<file path="config.mk">
export PLATFORM = sky130hd
export DESIGN_NAME = tlb_top
export DESIGN_NICKNAME = d
export VERILOG_FILES = /design/src/hw/tlb_pkg.sv /design/src/hw/tlb_way_if.sv /design/src/hw/tlb_way.sv /design/src/hw/tlb_update_ctrl.sv /design/src/hw/tlb_lookup.sv /design/src/hw/tlb_ref_sweeper.sv /design/src/hw/tlb_top.sv
export SDC_FILE = /design/constraint.sdc
export NUM_CORES = 2
export LEC_CHECK = 0
export BUFFER_PORTS_ARGS = -buffer_cell sky130_fd_sc_hd__buf_2
export CORE_MARGIN = 1.5
export CORE_UTILIZATION = 40
export DETAILED_ROUTE_END_ITERATION = 7
export REMOVE_ABC_BUFFERS = 1
export SYNTH_ARGS = -nofsm -noshare
export SYNTH_HDL_FRONTEND = slang
export SYNTH_SLANG_ARGS = --single-unit
export TNS_END_PERCENT = 100
</file>
<file path="constraint.sdc">
create_clock -name aclk -period 18.9 [get_ports aclk]
set_clock_uncertainty 0.2 [all_clocks]
set_input_delay 0.945 -clock aclk [delete_from_list [all_inputs] [get_ports aclk]]
set_output_delay 0.945 -clock aclk [all_outputs]
set_load 0.01 [all_outputs]
</file>
<file path="src/hw/tlb_pkg.sv">
// Sizes and entry layout shared by every TLB block
// Page size is fixed at 4 KiB and virtual addresses are 32 bits wide
// Entry layout from the low end is ppn, tag, pid and the valid bit on top
// The sweep period counts cycles of aclk

package tlb_pkg;

  // ----------------------------------------------------------------------
  // Geometry
  // ----------------------------------------------------------------------
  localparam int way_bits = 2;
  localparam int tlb_ways = 1 << way_bits;
  localparam int set_bits = 4;
  localparam int tlb_sets = 1 << set_bits;

  // ----------------------------------------------------------------------
  // Address and entry fields
  // ----------------------------------------------------------------------
  localparam int page_bits  = 12;
  localparam int vaddr_bits = 32;
  localparam int tag_bits   = vaddr_bits - set_bits - page_bits;
  localparam int pid_bits   = 6;
  localparam int ppn_bits   = 20;

  localparam int ppn_lsb    = 0;
  localparam int tag_lsb    = ppn_lsb + ppn_bits;
  localparam int pid_lsb    = tag_lsb + tag_bits;
  localparam int valid_bit  = pid_lsb + pid_bits;
  localparam int entry_bits = valid_bit + 1;

  // ----------------------------------------------------------------------
  // Reference sweep timer
  // ----------------------------------------------------------------------
  localparam int ref_clr_period = 200;
  localparam int ref_cnt_bits   = $clog2(ref_clr_period);

  // Last count value before a sweep starts
  localparam logic [ref_cnt_bits-1:0] ref_cnt_last = ref_cnt_bits'(ref_clr_period - 1);

endpackage

</file>
<file path="src/hw/tlb_way_if.sv">
// Buses between the ways and their two users
// Each way drives only its own element of the per-way read arrays
// All read data is registered and valid one cycle after the set index

`timescale 1ns/100ps

// Update controller side
interface tlb_upd_if;
  logic [tlb_pkg::set_bits-1:0]                        upd_set;
  logic [tlb_pkg::tlb_ways-1:0]                        upd_we;
  logic [tlb_pkg::entry_bits-1:0]                      upd_wdata;
  logic [tlb_pkg::tlb_ways-1:0]                        upd_clr_bits;
  logic [tlb_pkg::tlb_ways-1:0][tlb_pkg::entry_bits-1:0] upd_rdata;
  logic [tlb_pkg::tlb_ways-1:0]                        upd_ref;
  logic [tlb_pkg::tlb_ways-1:0]                        upd_mod;

  modport ctrl (output upd_set, upd_we, upd_wdata, upd_clr_bits,
                input  upd_rdata, upd_ref, upd_mod);
  modport way  (input  upd_set, upd_we, upd_wdata, upd_clr_bits,
                output upd_rdata, upd_ref, upd_mod);
endinterface

// Lookup pipeline side
interface tlb_lkp_if;
  logic [tlb_pkg::set_bits-1:0]                        lkp_set;
  logic                                                mark_strobe;
  logic [tlb_pkg::set_bits-1:0]                        mark_set;
  logic [tlb_pkg::tlb_ways-1:0]                        mark_way;
  logic                                                mark_wr;
  logic [tlb_pkg::tlb_ways-1:0][tlb_pkg::entry_bits-1:0] lkp_rdata;

  modport pipe (output lkp_set, mark_strobe, mark_set, mark_way, mark_wr,
                input  lkp_rdata);
  modport way  (input  lkp_set, mark_strobe, mark_set, mark_way, mark_wr,
                output lkp_rdata);
endinterface

</file>
<file path="src/hw/tlb_way.sv">
// One TLB way with 16 entries plus reference and modified bits
// Two synchronous read ports, one for updates and one for lookups
// A read in the same cycle as a write returns the old entry
// Bit priority per set is update clear, then mark, then sweep clear

`timescale 1ns/100ps

module tlb_way #(
  parameter int way_index = 0
) (
  input  logic                          aclk,
  input  logic                          aresetn,
  tlb_upd_if.way                        upd,
  tlb_lkp_if.way                        lkp,
  input  logic                          sweep_valid,
  input  logic [tlb_pkg::set_bits-1:0]  sweep_set
);

  // Entry payload without the valid bit, which lives in vld_q
  logic [tlb_pkg::valid_bit-1:0]  mem [tlb_pkg::tlb_sets];
  logic [tlb_pkg::tlb_sets-1:0]   vld_q;
  logic [tlb_pkg::tlb_sets-1:0]   ref_q;
  logic [tlb_pkg::tlb_sets-1:0]   mod_q;

  logic [tlb_pkg::entry_bits-1:0] upd_rd_q;
  logic [tlb_pkg::entry_bits-1:0] lkp_rd_q;
  logic                           upd_ref_q;
  logic                           upd_mod_q;

  logic wr_en;
  logic clr_en;
  logic mark_en;

  assign wr_en   = upd.upd_we[way_index];
  assign clr_en  = upd.upd_clr_bits[way_index];
  assign mark_en = lkp.mark_strobe && lkp.mark_way[way_index];

  always_ff @(posedge aclk) begin
    if (wr_en) begin
      mem[upd.upd_set] <= upd.upd_wdata[tlb_pkg::valid_bit-1:0];
    end
  end

  always_ff @(posedge aclk) begin
    if (!aresetn) begin
      vld_q <= '0;
    end else if (wr_en) begin
      vld_q[upd.upd_set] <= upd.upd_wdata[tlb_pkg::valid_bit];
    end
  end

  // Later assignments win, so the update clear has the last word
  always_ff @(posedge aclk) begin
    if (!aresetn) begin
      ref_q <= '0;
      mod_q <= '0;
    end else begin
      if (sweep_valid) begin
        ref_q[sweep_set] <= 1'b0;
      end
      if (mark_en) begin
        ref_q[lkp.mark_set] <= 1'b1;
        if (lkp.mark_wr) begin
          mod_q[lkp.mark_set] <= 1'b1;
        end
      end
      if (clr_en) begin
        ref_q[upd.upd_set] <= 1'b0;
        mod_q[upd.upd_set] <= 1'b0;
      end
    end
  end

  // Registered read ports
  always_ff @(posedge aclk) begin
    upd_rd_q  <= {vld_q[upd.upd_set], mem[upd.upd_set]};
    upd_ref_q <= ref_q[upd.upd_set];
    upd_mod_q <= mod_q[upd.upd_set];
    lkp_rd_q  <= {vld_q[lkp.lkp_set], mem[lkp.lkp_set]};
  end

  assign upd.upd_rdata[way_index] = upd_rd_q;
  assign upd.upd_ref[way_index]   = upd_ref_q;
  assign upd.upd_mod[way_index]   = upd_mod_q;
  assign lkp.lkp_rdata[way_index] = lkp_rd_q;

endmodule

</file>
<file path="src/hw/tlb_update_ctrl.sv">
// Update controller for inserts and removes
// A command is a single-cycle strobe with no back-pressure
// Strobes arriving while busy are dropped, so keep them 4 cycles apart
// Insert does not check for an existing mapping of the same page

`timescale 1ns/100ps

module tlb_update_ctrl (
  input  logic                            aclk,
  input  logic                            aresetn,
  input  logic                            upd_valid,
  input  logic                            upd_insert,
  input  logic [tlb_pkg::vaddr_bits-1:0]  upd_vaddr,
  input  logic [tlb_pkg::pid_bits-1:0]    upd_pid,
  input  logic [tlb_pkg::ppn_bits-1:0]    upd_ppn,
  tlb_upd_if.ctrl                         upd
);

  // One-hot FSM, all bits low means idle
  logic st_read;
  logic st_cmp;
  logic st_commit;
  logic idle;

  logic                           cmd_insert;
  logic [tlb_pkg::set_bits-1:0]   cmd_set;
  logic [tlb_pkg::tag_bits-1:0]   cmd_tag;
  logic [tlb_pkg::pid_bits-1:0]   cmd_pid;
  logic [tlb_pkg::ppn_bits-1:0]   cmd_ppn;
  logic [tlb_pkg::entry_bits-1:0] wdata;

  logic [tlb_pkg::tlb_ways-1:0]   free_oh;
  logic [tlb_pkg::tlb_ways-1:0]   lru_oh;
  logic [tlb_pkg::tlb_ways-1:0]   match_oh;
  logic [tlb_pkg::tlb_ways-1:0]   sel_oh;
  logic [tlb_pkg::tlb_ways-1:0]   we_q;
  logic                           any_free;
  logic [1:0]                     rank;
  logic [1:0]                     rank_min;

  assign idle = !(st_read || st_cmp || st_commit);

  always_ff @(posedge aclk) begin
    if (!aresetn) begin
      st_read   <= 1'b0;
      st_cmp    <= 1'b0;
      st_commit <= 1'b0;
    end else begin
      st_read   <= idle && upd_valid;
      st_cmp    <= st_read;
      st_commit <= st_cmp;
    end
  end

  // Command capture and address split
  always_ff @(posedge aclk) begin
    if (idle && upd_valid) begin
      cmd_insert <= upd_insert;
      cmd_set    <= upd_vaddr[tlb_pkg::page_bits +: tlb_pkg::set_bits];
      cmd_tag    <= upd_vaddr[tlb_pkg::page_bits + tlb_pkg::set_bits +: tlb_pkg::tag_bits];
      cmd_pid    <= upd_pid;
      cmd_ppn    <= upd_ppn;
    end
  end

  // ----------------------------------------------------------------------
  // Way selection during compare
  // ----------------------------------------------------------------------
  always_comb begin
    free_oh  = '0;
    lru_oh   = '0;
    match_oh = '0;
    any_free = 1'b0;
    rank     = 2'b00;
    rank_min = 2'b11;

    // Scan downward so the lowest free way is kept
    for (int w = tlb_pkg::tlb_ways - 1; w >= 0; w--) begin
      if (!upd.upd_rdata[w][tlb_pkg::valid_bit]) begin
        any_free   = 1'b1;
        free_oh    = '0;
        free_oh[w] = 1'b1;
      end
    end

    // Rank is ref above mod, ties go to the higher way
    for (int w = 0; w < tlb_pkg::tlb_ways; w++) begin
      rank = {upd.upd_ref[w], upd.upd_mod[w]};
      if (rank <= rank_min) begin
        rank_min  = rank;
        lru_oh    = '0;
        lru_oh[w] = 1'b1;
      end
      match_oh[w] = upd.upd_rdata[w][tlb_pkg::valid_bit] &&
                    (upd.upd_rdata[w][tlb_pkg::tag_lsb +: tlb_pkg::tag_bits] == cmd_tag) &&
                    (upd.upd_rdata[w][tlb_pkg::pid_lsb +: tlb_pkg::pid_bits] == cmd_pid);
    end

    if (cmd_insert) begin
      sel_oh = any_free ? free_oh : lru_oh;
    end else begin
      sel_oh = match_oh;
    end
  end

  // Write enables only live during commit
  always_ff @(posedge aclk) begin
    if (!aresetn) begin
      we_q <= '0;
    end else begin
      we_q <= st_cmp ? sel_oh : '0;
    end
  end

  // Remove writes the same word with valid low
  always_comb begin
    wdata = '0;
    wdata[tlb_pkg::ppn_lsb +: tlb_pkg::ppn_bits] = cmd_ppn;
    wdata[tlb_pkg::tag_lsb +: tlb_pkg::tag_bits] = cmd_tag;
    wdata[tlb_pkg::pid_lsb +: tlb_pkg::pid_bits] = cmd_pid;
    wdata[tlb_pkg::valid_bit]                    = cmd_insert;
  end

  assign upd.upd_set      = cmd_set;
  assign upd.upd_wdata    = wdata;
  assign upd.upd_we       = we_q;
  assign upd.upd_clr_bits = we_q;

endmodule

</file>
<file path="src/hw/tlb_lookup.sv">
// Three-stage lookup pipeline, one request per cycle
// lkp_done comes 3 cycles after the sampling edge with hit and ppn
// The reference mark is issued 2 cycles after sampling
// With duplicate mappings the highest matching way wins

`timescale 1ns/100ps

module tlb_lookup (
  input  logic                            aclk,
  input  logic                            aresetn,
  input  logic                            lkp_valid,
  input  logic                            lkp_wr,
  input  logic [tlb_pkg::vaddr_bits-1:0]  lkp_vaddr,
  input  logic [tlb_pkg::pid_bits-1:0]    lkp_pid,
  output logic                            lkp_done,
  output logic                            lkp_hit,
  output logic [tlb_pkg::ppn_bits-1:0]    lkp_ppn,
  tlb_lkp_if.pipe                         lkp
);

  logic                          s1_valid;
  logic                          s1_wr;
  logic [tlb_pkg::set_bits-1:0]  s1_set;
  logic [tlb_pkg::tag_bits-1:0]  s1_tag;
  logic [tlb_pkg::pid_bits-1:0]  s1_pid;

  logic                          hit;
  logic [tlb_pkg::tlb_ways-1:0]  hit_oh;
  logic [tlb_pkg::ppn_bits-1:0]  hit_ppn;

  logic                          s2_valid;
  logic                          s2_hit;
  logic [tlb_pkg::ppn_bits-1:0]  s2_ppn;
  logic                          mark_q;
  logic [tlb_pkg::set_bits-1:0]  mark_set_q;
  logic [tlb_pkg::tlb_ways-1:0]  mark_way_q;
  logic                          mark_wr_q;

  // Stage 0 addresses the ways straight from the request
  assign lkp.lkp_set = lkp_vaddr[tlb_pkg::page_bits +: tlb_pkg::set_bits];

  always_ff @(posedge aclk) begin
    if (!aresetn) begin
      s1_valid <= 1'b0;
    end else begin
      s1_valid <= lkp_valid;
    end
  end

  always_ff @(posedge aclk) begin
    s1_wr  <= lkp_wr;
    s1_set <= lkp.lkp_set;
    s1_tag <= lkp_vaddr[tlb_pkg::page_bits + tlb_pkg::set_bits +: tlb_pkg::tag_bits];
    s1_pid <= lkp_pid;
  end

  // Stage 1 tag compare
  always_comb begin
    hit     = 1'b0;
    hit_oh  = '0;
    hit_ppn = '0;
    for (int w = 0; w < tlb_pkg::tlb_ways; w++) begin
      if (s1_valid && lkp.lkp_rdata[w][tlb_pkg::valid_bit] &&
          (lkp.lkp_rdata[w][tlb_pkg::tag_lsb +: tlb_pkg::tag_bits] == s1_tag) &&
          (lkp.lkp_rdata[w][tlb_pkg::pid_lsb +: tlb_pkg::pid_bits] == s1_pid)) begin
        hit       = 1'b1;
        hit_oh    = '0;
        hit_oh[w] = 1'b1;
        hit_ppn   = lkp.lkp_rdata[w][tlb_pkg::ppn_lsb +: tlb_pkg::ppn_bits];
      end
    end
  end

  always_ff @(posedge aclk) begin
    if (!aresetn) begin
      s2_valid <= 1'b0;
      s2_hit   <= 1'b0;
      mark_q   <= 1'b0;
    end else begin
      s2_valid <= s1_valid;
      s2_hit   <= hit;
      mark_q   <= hit;
    end
  end

  always_ff @(posedge aclk) begin
    s2_ppn     <= hit_ppn;
    mark_set_q <= s1_set;
    mark_way_q <= hit_oh;
    mark_wr_q  <= s1_wr;
  end

  assign lkp.mark_strobe = mark_q;
  assign lkp.mark_set    = mark_set_q;
  assign lkp.mark_way    = mark_way_q;
  assign lkp.mark_wr     = mark_wr_q;

  // Stage 2 result registers
  always_ff @(posedge aclk) begin
    if (!aresetn) begin
      lkp_done <= 1'b0;
      lkp_hit  <= 1'b0;
    end else begin
      lkp_done <= s2_valid;
      lkp_hit  <= s2_hit;
    end
  end

  always_ff @(posedge aclk) begin
    lkp_ppn <= s2_ppn;
  end

endmodule

</file>
<file path="src/hw/tlb_ref_sweeper.sv">
// Periodic reference bit sweep
// Waits ref_clr_period cycles, then walks sets 0 to 15 one per cycle
// The period count restarts once the last set is cleared

`timescale 1ns/100ps

module tlb_ref_sweeper (
  input  logic                          aclk,
  input  logic                          aresetn,
  output logic                          sweep_valid,
  output logic [tlb_pkg::set_bits-1:0]  sweep_set
);

  logic [tlb_pkg::ref_cnt_bits-1:0] period_cnt;

  always_ff @(posedge aclk) begin
    if (!aresetn) begin
      period_cnt  <= '0;
      sweep_valid <= 1'b0;
      sweep_set   <= '0;
    end else if (sweep_valid) begin
      // Walk the sets
      if (sweep_set == '1) begin
        sweep_valid <= 1'b0;
        sweep_set   <= '0;
      end else begin
        sweep_set <= sweep_set + 1'b1;
      end
    end else if (period_cnt == tlb_pkg::ref_cnt_last) begin
      period_cnt  <= '0;
      sweep_valid <= 1'b1;
      sweep_set   <= '0;
    end else begin
      period_cnt <= period_cnt + 1'b1;
    end
  end

endmodule

</file>
<file path="src/hw/tlb_top.sv">
// TLB controller top level with 4 ways of 16 sets
// Update and lookup requests are single-cycle strobes without back-pressure
// Update strobes must be at least 4 cycles apart

`timescale 1ns/100ps

module tlb_top (
  input  logic                            aclk,
  input  logic                            aresetn,

  input  logic                            upd_valid,
  input  logic                            upd_insert,
  input  logic [tlb_pkg::vaddr_bits-1:0]  upd_vaddr,
  input  logic [tlb_pkg::pid_bits-1:0]    upd_pid,
  input  logic [tlb_pkg::ppn_bits-1:0]    upd_ppn,

  input  logic                            lkp_valid,
  input  logic                            lkp_wr,
  input  logic [tlb_pkg::vaddr_bits-1:0]  lkp_vaddr,
  input  logic [tlb_pkg::pid_bits-1:0]    lkp_pid,
  output logic                            lkp_done,
  output logic                            lkp_hit,
  output logic [tlb_pkg::ppn_bits-1:0]    lkp_ppn
);

  tlb_upd_if upd_bus ();
  tlb_lkp_if lkp_bus ();

  logic                         sweep_valid;
  logic [tlb_pkg::set_bits-1:0] sweep_set;

  tlb_update_ctrl u_update_ctrl (
    .aclk       (aclk),
    .aresetn    (aresetn),
    .upd_valid  (upd_valid),
    .upd_insert (upd_insert),
    .upd_vaddr  (upd_vaddr),
    .upd_pid    (upd_pid),
    .upd_ppn    (upd_ppn),
    .upd        (upd_bus.ctrl)
  );

  tlb_lookup u_lookup (
    .aclk      (aclk),
    .aresetn   (aresetn),
    .lkp_valid (lkp_valid),
    .lkp_wr    (lkp_wr),
    .lkp_vaddr (lkp_vaddr),
    .lkp_pid   (lkp_pid),
    .lkp_done  (lkp_done),
    .lkp_hit   (lkp_hit),
    .lkp_ppn   (lkp_ppn),
    .lkp       (lkp_bus.pipe)
  );

  tlb_ref_sweeper u_sweeper (
    .aclk        (aclk),
    .aresetn     (aresetn),
    .sweep_valid (sweep_valid),
    .sweep_set   (sweep_set)
  );

  // ----------------------------------------------------------------------
  // Ways
  // ----------------------------------------------------------------------
  for (genvar w = 0; w < tlb_pkg::tlb_ways; w++) begin : g_way
    tlb_way #(
      .way_index (w)
    ) u_way (
      .aclk        (aclk),
      .aresetn     (aresetn),
      .upd         (upd_bus.way),
      .lkp         (lkp_bus.way),
      .sweep_valid (sweep_valid),
      .sweep_set   (sweep_set)
    );
  end

endmodule

</file>
==> impl_metrics.csv <==
group,metric,value,unit
floorplanning,initial_core_util,40.14,%
worst_setup_path,end_kind,"register",
global_route,grt_pass1_vias,69200,
detailed_routing,drcViolationCount,0,
timing,finalHoldViolCount,0,
timing,finalSetupViolCount,0,
timing,drv_slew,0,
detailed_routing,drt-met1-wl,147700,um
detailed_routing,wl_per_cell,32.11,um
floorplanning,core,330000,um^2
timing,slew_headroom,15.87,%
finish,fillers,27600,
detailed_routing,wl_met2,171300,um
power,ir_drop,0.08498,mV
detailed_routing,ant_nets,0,
yosys,syn_inst,6239,
timing,fin_ws,13.52,ns
run,maxCapViolCount,0,
cts,cts_tree,"done",
place,place_ws,12.57,ns
power,power_leakage,47.46,nW
finish,multi_input_area,37570,um^2
power,pwr-share-comb,5.6,%
yosys,synth_flop_cell,"edfxtp_1",
cts,cts_resized,0,
cts,h-tree-depth,5,
worst_setup_path,critical_path_required,19.40,ns
finish,layout-drive-gt1-share,32.79,%
power,switching_power,3.340,mW
finish,postLayoutCoreUtil,45.60,%
place,dp_hpwl,200200,um
detailed_routing,wl_met3,29330,um
yosys,ys_seq_area_share,70.54,%
timing,tns,0,ns
floorplanning,fp-row-count,211,
worst_setup_path,cp_max_fo,93,
timing,worst_pin_slew,1.252,ns
cts,cts_buffers,338,
yosys,yosys_warnings,0,
global_route,grt_max_degree,128,
timing,timing.fmax,185.9,MHz
power,clkPwrFrac,42.7,%
detailed_routing,viasPerCell,5.985,
detailed_routing,dr.pass1.iters,6,
worst_hold_path,hold_class,"in2reg",
cts,cts.sinks,3300,
yosys,synthArstFlopShare,0,%
global_route,antenna_found_initial,8,
finish,fin_nets,6683,
cts,clk_pin_slew,0.06,ns
yosys,synth-edff-count,2735,
yosys,synth_area,132500,um^2
cts,clk_latency,0.90,ns
cts,clockBufferDepth,4,
yosys,yosys-top-cells-count,"2735 x edfxtp_1, 1336 x mux4_2, 565 x dfxtp_1",
detailed_routing,drt_iter0_markers,7556,
place,io_buffers,99,
finish,final_cells,11220,
floorplanning,die_y,578.4,um
yosys,netlist.area_leader.share,62.00,%
power,swShare,21.52,%
timing,min_period_over_period,28.46,%
yosys,synth.distinct_cells,45,
global_route,track_usage,21.43,%
yosys,synth.most_common_cell,"edfxtp_1",
global_route,overflow,0,
yosys,ys_seq_elements,3300,
floorplanning,die_w,578.4,um
worst_setup_path,path_class,"in2reg",
status,status,"completed",
detailed_routing,top_layer_used,"met5",
worst_setup_path,critPathArrivalTime,5.88,ns
timing,holdWs,0.05682,ns
cts,root_buffer,"clkbuf_16",
floorplanning,io_pins,124,
power,seq_power_share,51.7,%
yosys,syn_area_per_cell,21.23,um^2
power,internal_power,12.18,mW
detailed_routing,finalWirelength,360300,um
detailed_routing,vias,67150,
timing,rsz0062_at_grt,"false",
global_route,grt_pass1_wl,510000,um
finish,regArea,93440,um^2
floorplanning,die-area,334600,um^2
yosys,synth_area_leaders,"edfxtp_1 62%, mux4_2 23%, dfxtp_1 8.5%",
timing,finalCriticalPeriod,5.379,ns
power,power_density,103.1,nW/um^2
place,routabilityCongestion,0.8407,
worst_setup_path,startpoint_type,"input pin",
place,dp_cells,10530,
finish,area_growth,13.60,%
yosys,yosys.area.top_type,"edfxtp_1",
-- critical path, cell delays in order --
cell	delay [ns]
buf_8	0.58
buf_4	0.68
buf_4	0.62
buf_4	0.94
buf_4	0.91
mux4_2	0.43
mux4_2	0.47
-- sequential cells by signal, summed over array words and instances, names as in the netlist, 6 cells and up --
| name | cells |
|---|---|
| g_way.u_way.lkp_rd_q | 172 |
| g_way.u_way.mem | 2688 |
| g_way.u_way.mod_q | 64 |
| g_way.u_way.ref_q | 64 |
| g_way.u_way.upd_rd_q | 92 |
| g_way.u_way.vld_q | 64 |
| u_lookup.lkp_ppn | 20 |
| u_lookup.s1_pid | 6 |
| u_lookup.s1_tag | 16 |
| u_lookup.s2_ppn | 20 |
| u_sweeper.period_cnt | 8 |
| u_update_ctrl.cmd_pid | 6 |
| u_update_ctrl.cmd_ppn | 20 |
| u_update_ctrl.cmd_tag | 16 |
-- timing repair --
item	4_1_cts	5_1_grt
hold buffers	61	0
buffers inserted	0	0
endpoints found under the hold margin	61	0
endpoints found under the setup margin	0	0
-- path summary, 6_finish.rpt --
path / start / to / slack, ns / cells past startpoint
setup / recovery: lkp_vaddr[13] / g_way[0].u_way.lkp_rd_q[38]$_DFF_P_ / 13.52 / 7
hold / removal: upd_vaddr[21] / u_update_ctrl.cmd_tag[5]$_DFFE_PP_ / 0.06 / 1
setup reg to reg: u_update_ctrl.upd.upd_set[1]$_DFFE_PP_ / g_way[0].u_way.mem[14][14]$_DFFE_PP_ / 14.17 / 6
hold reg to reg: u_lookup.s1_set[2]$_DFF_P_ / u_lookup.lkp.mark_set[2]$_DFF_P_ / 0.13 / 0
-- stage by stage --
stage	total power, mW	area (um^2)
6_report	15.52	150500
5_1_grt	15.94	150500
4_1_cts	15.63	150500
3_5_place_dp	9.041	138900
3_3_place_gp	9.030	138900
2_1_floorplan	8.772	130700
-- per-layer routing --
layer	up-vias	track usage [%]
met1	36590	30.03
li1	26950	-
met3	585	4.059
met2	3022	34.06
met5	-	0
met4	4	6.688
-- cell usage in the layout (no fill, tap or decap), types with 44 or more instances in the layout --
cell,instances
xnor2_1,105
clkinv_2,59
edfxtp_1,2735
nor2_4,46
buf_4,216
o21ai_0,62
nor2_1,190
clkbuf_1,89
clkbuf_16,352
and3_1,50
clkbuf_8,49
xor2_1,79
buf_2,95
a211oi_1,44
dlygate4sd3_1,61
a21oi_1,148
nand2_1,145
a22oi_1,67
mux4_2,1336
dfxtp_1,565
-- layout make-up --
| type | count | area share (%) |
|---|---|---|
| multi-input cells | 2515 | 24.97 |
| clock buffers | 490 | 6.524 |
| diodes | 5 | 0.008315 |
| flip-flops and latches | 3300 | 62.10 |
| inverters | 32 | 0.07983 |
| repair buffers | 382 | 1.919 |
| well taps | 4366 | 3.630 |
| clock inverters | 130 | 0.7725 |
-- power groups by stage --
| stage | sequential (mW) | clock, mW | combinational, mW |
|---|---|---|---|
| 3_3_place_gp | 8.17 | 0 | 0.856 |
| 4_1_cts | 8.02 | 6.73 | 0.878 |
| 6_report | 8.02 | 6.63 | 0.869 |
| 3_5_place_dp | 8.17 | 0 | 0.867 |
| 5_1_grt | 8.02 | 7.00 | 0.920 |
| 2_1_floorplan | 8.25 | 0 | 0.520 |
-- cell families (layout without fill, tap and decap cells) --
group / after synthesis / in the layout / share of synthesized area, %
compound gates: 372 / 372 / 1.746
xor+xnor: 184 / 184 / 1.217
fa+ha+maj: 12 / 12 / 0.1134
buf+inv: 424 / 1034 / 1.386
flops: 3300 / 3300 / 70.54
mux: 1374 / 1374 / 23.00
other cells: 0 / 5 / 0
simple gates: 573 / 573 / 1.990
Note: power is estimated with default switching activity, not from simulation.
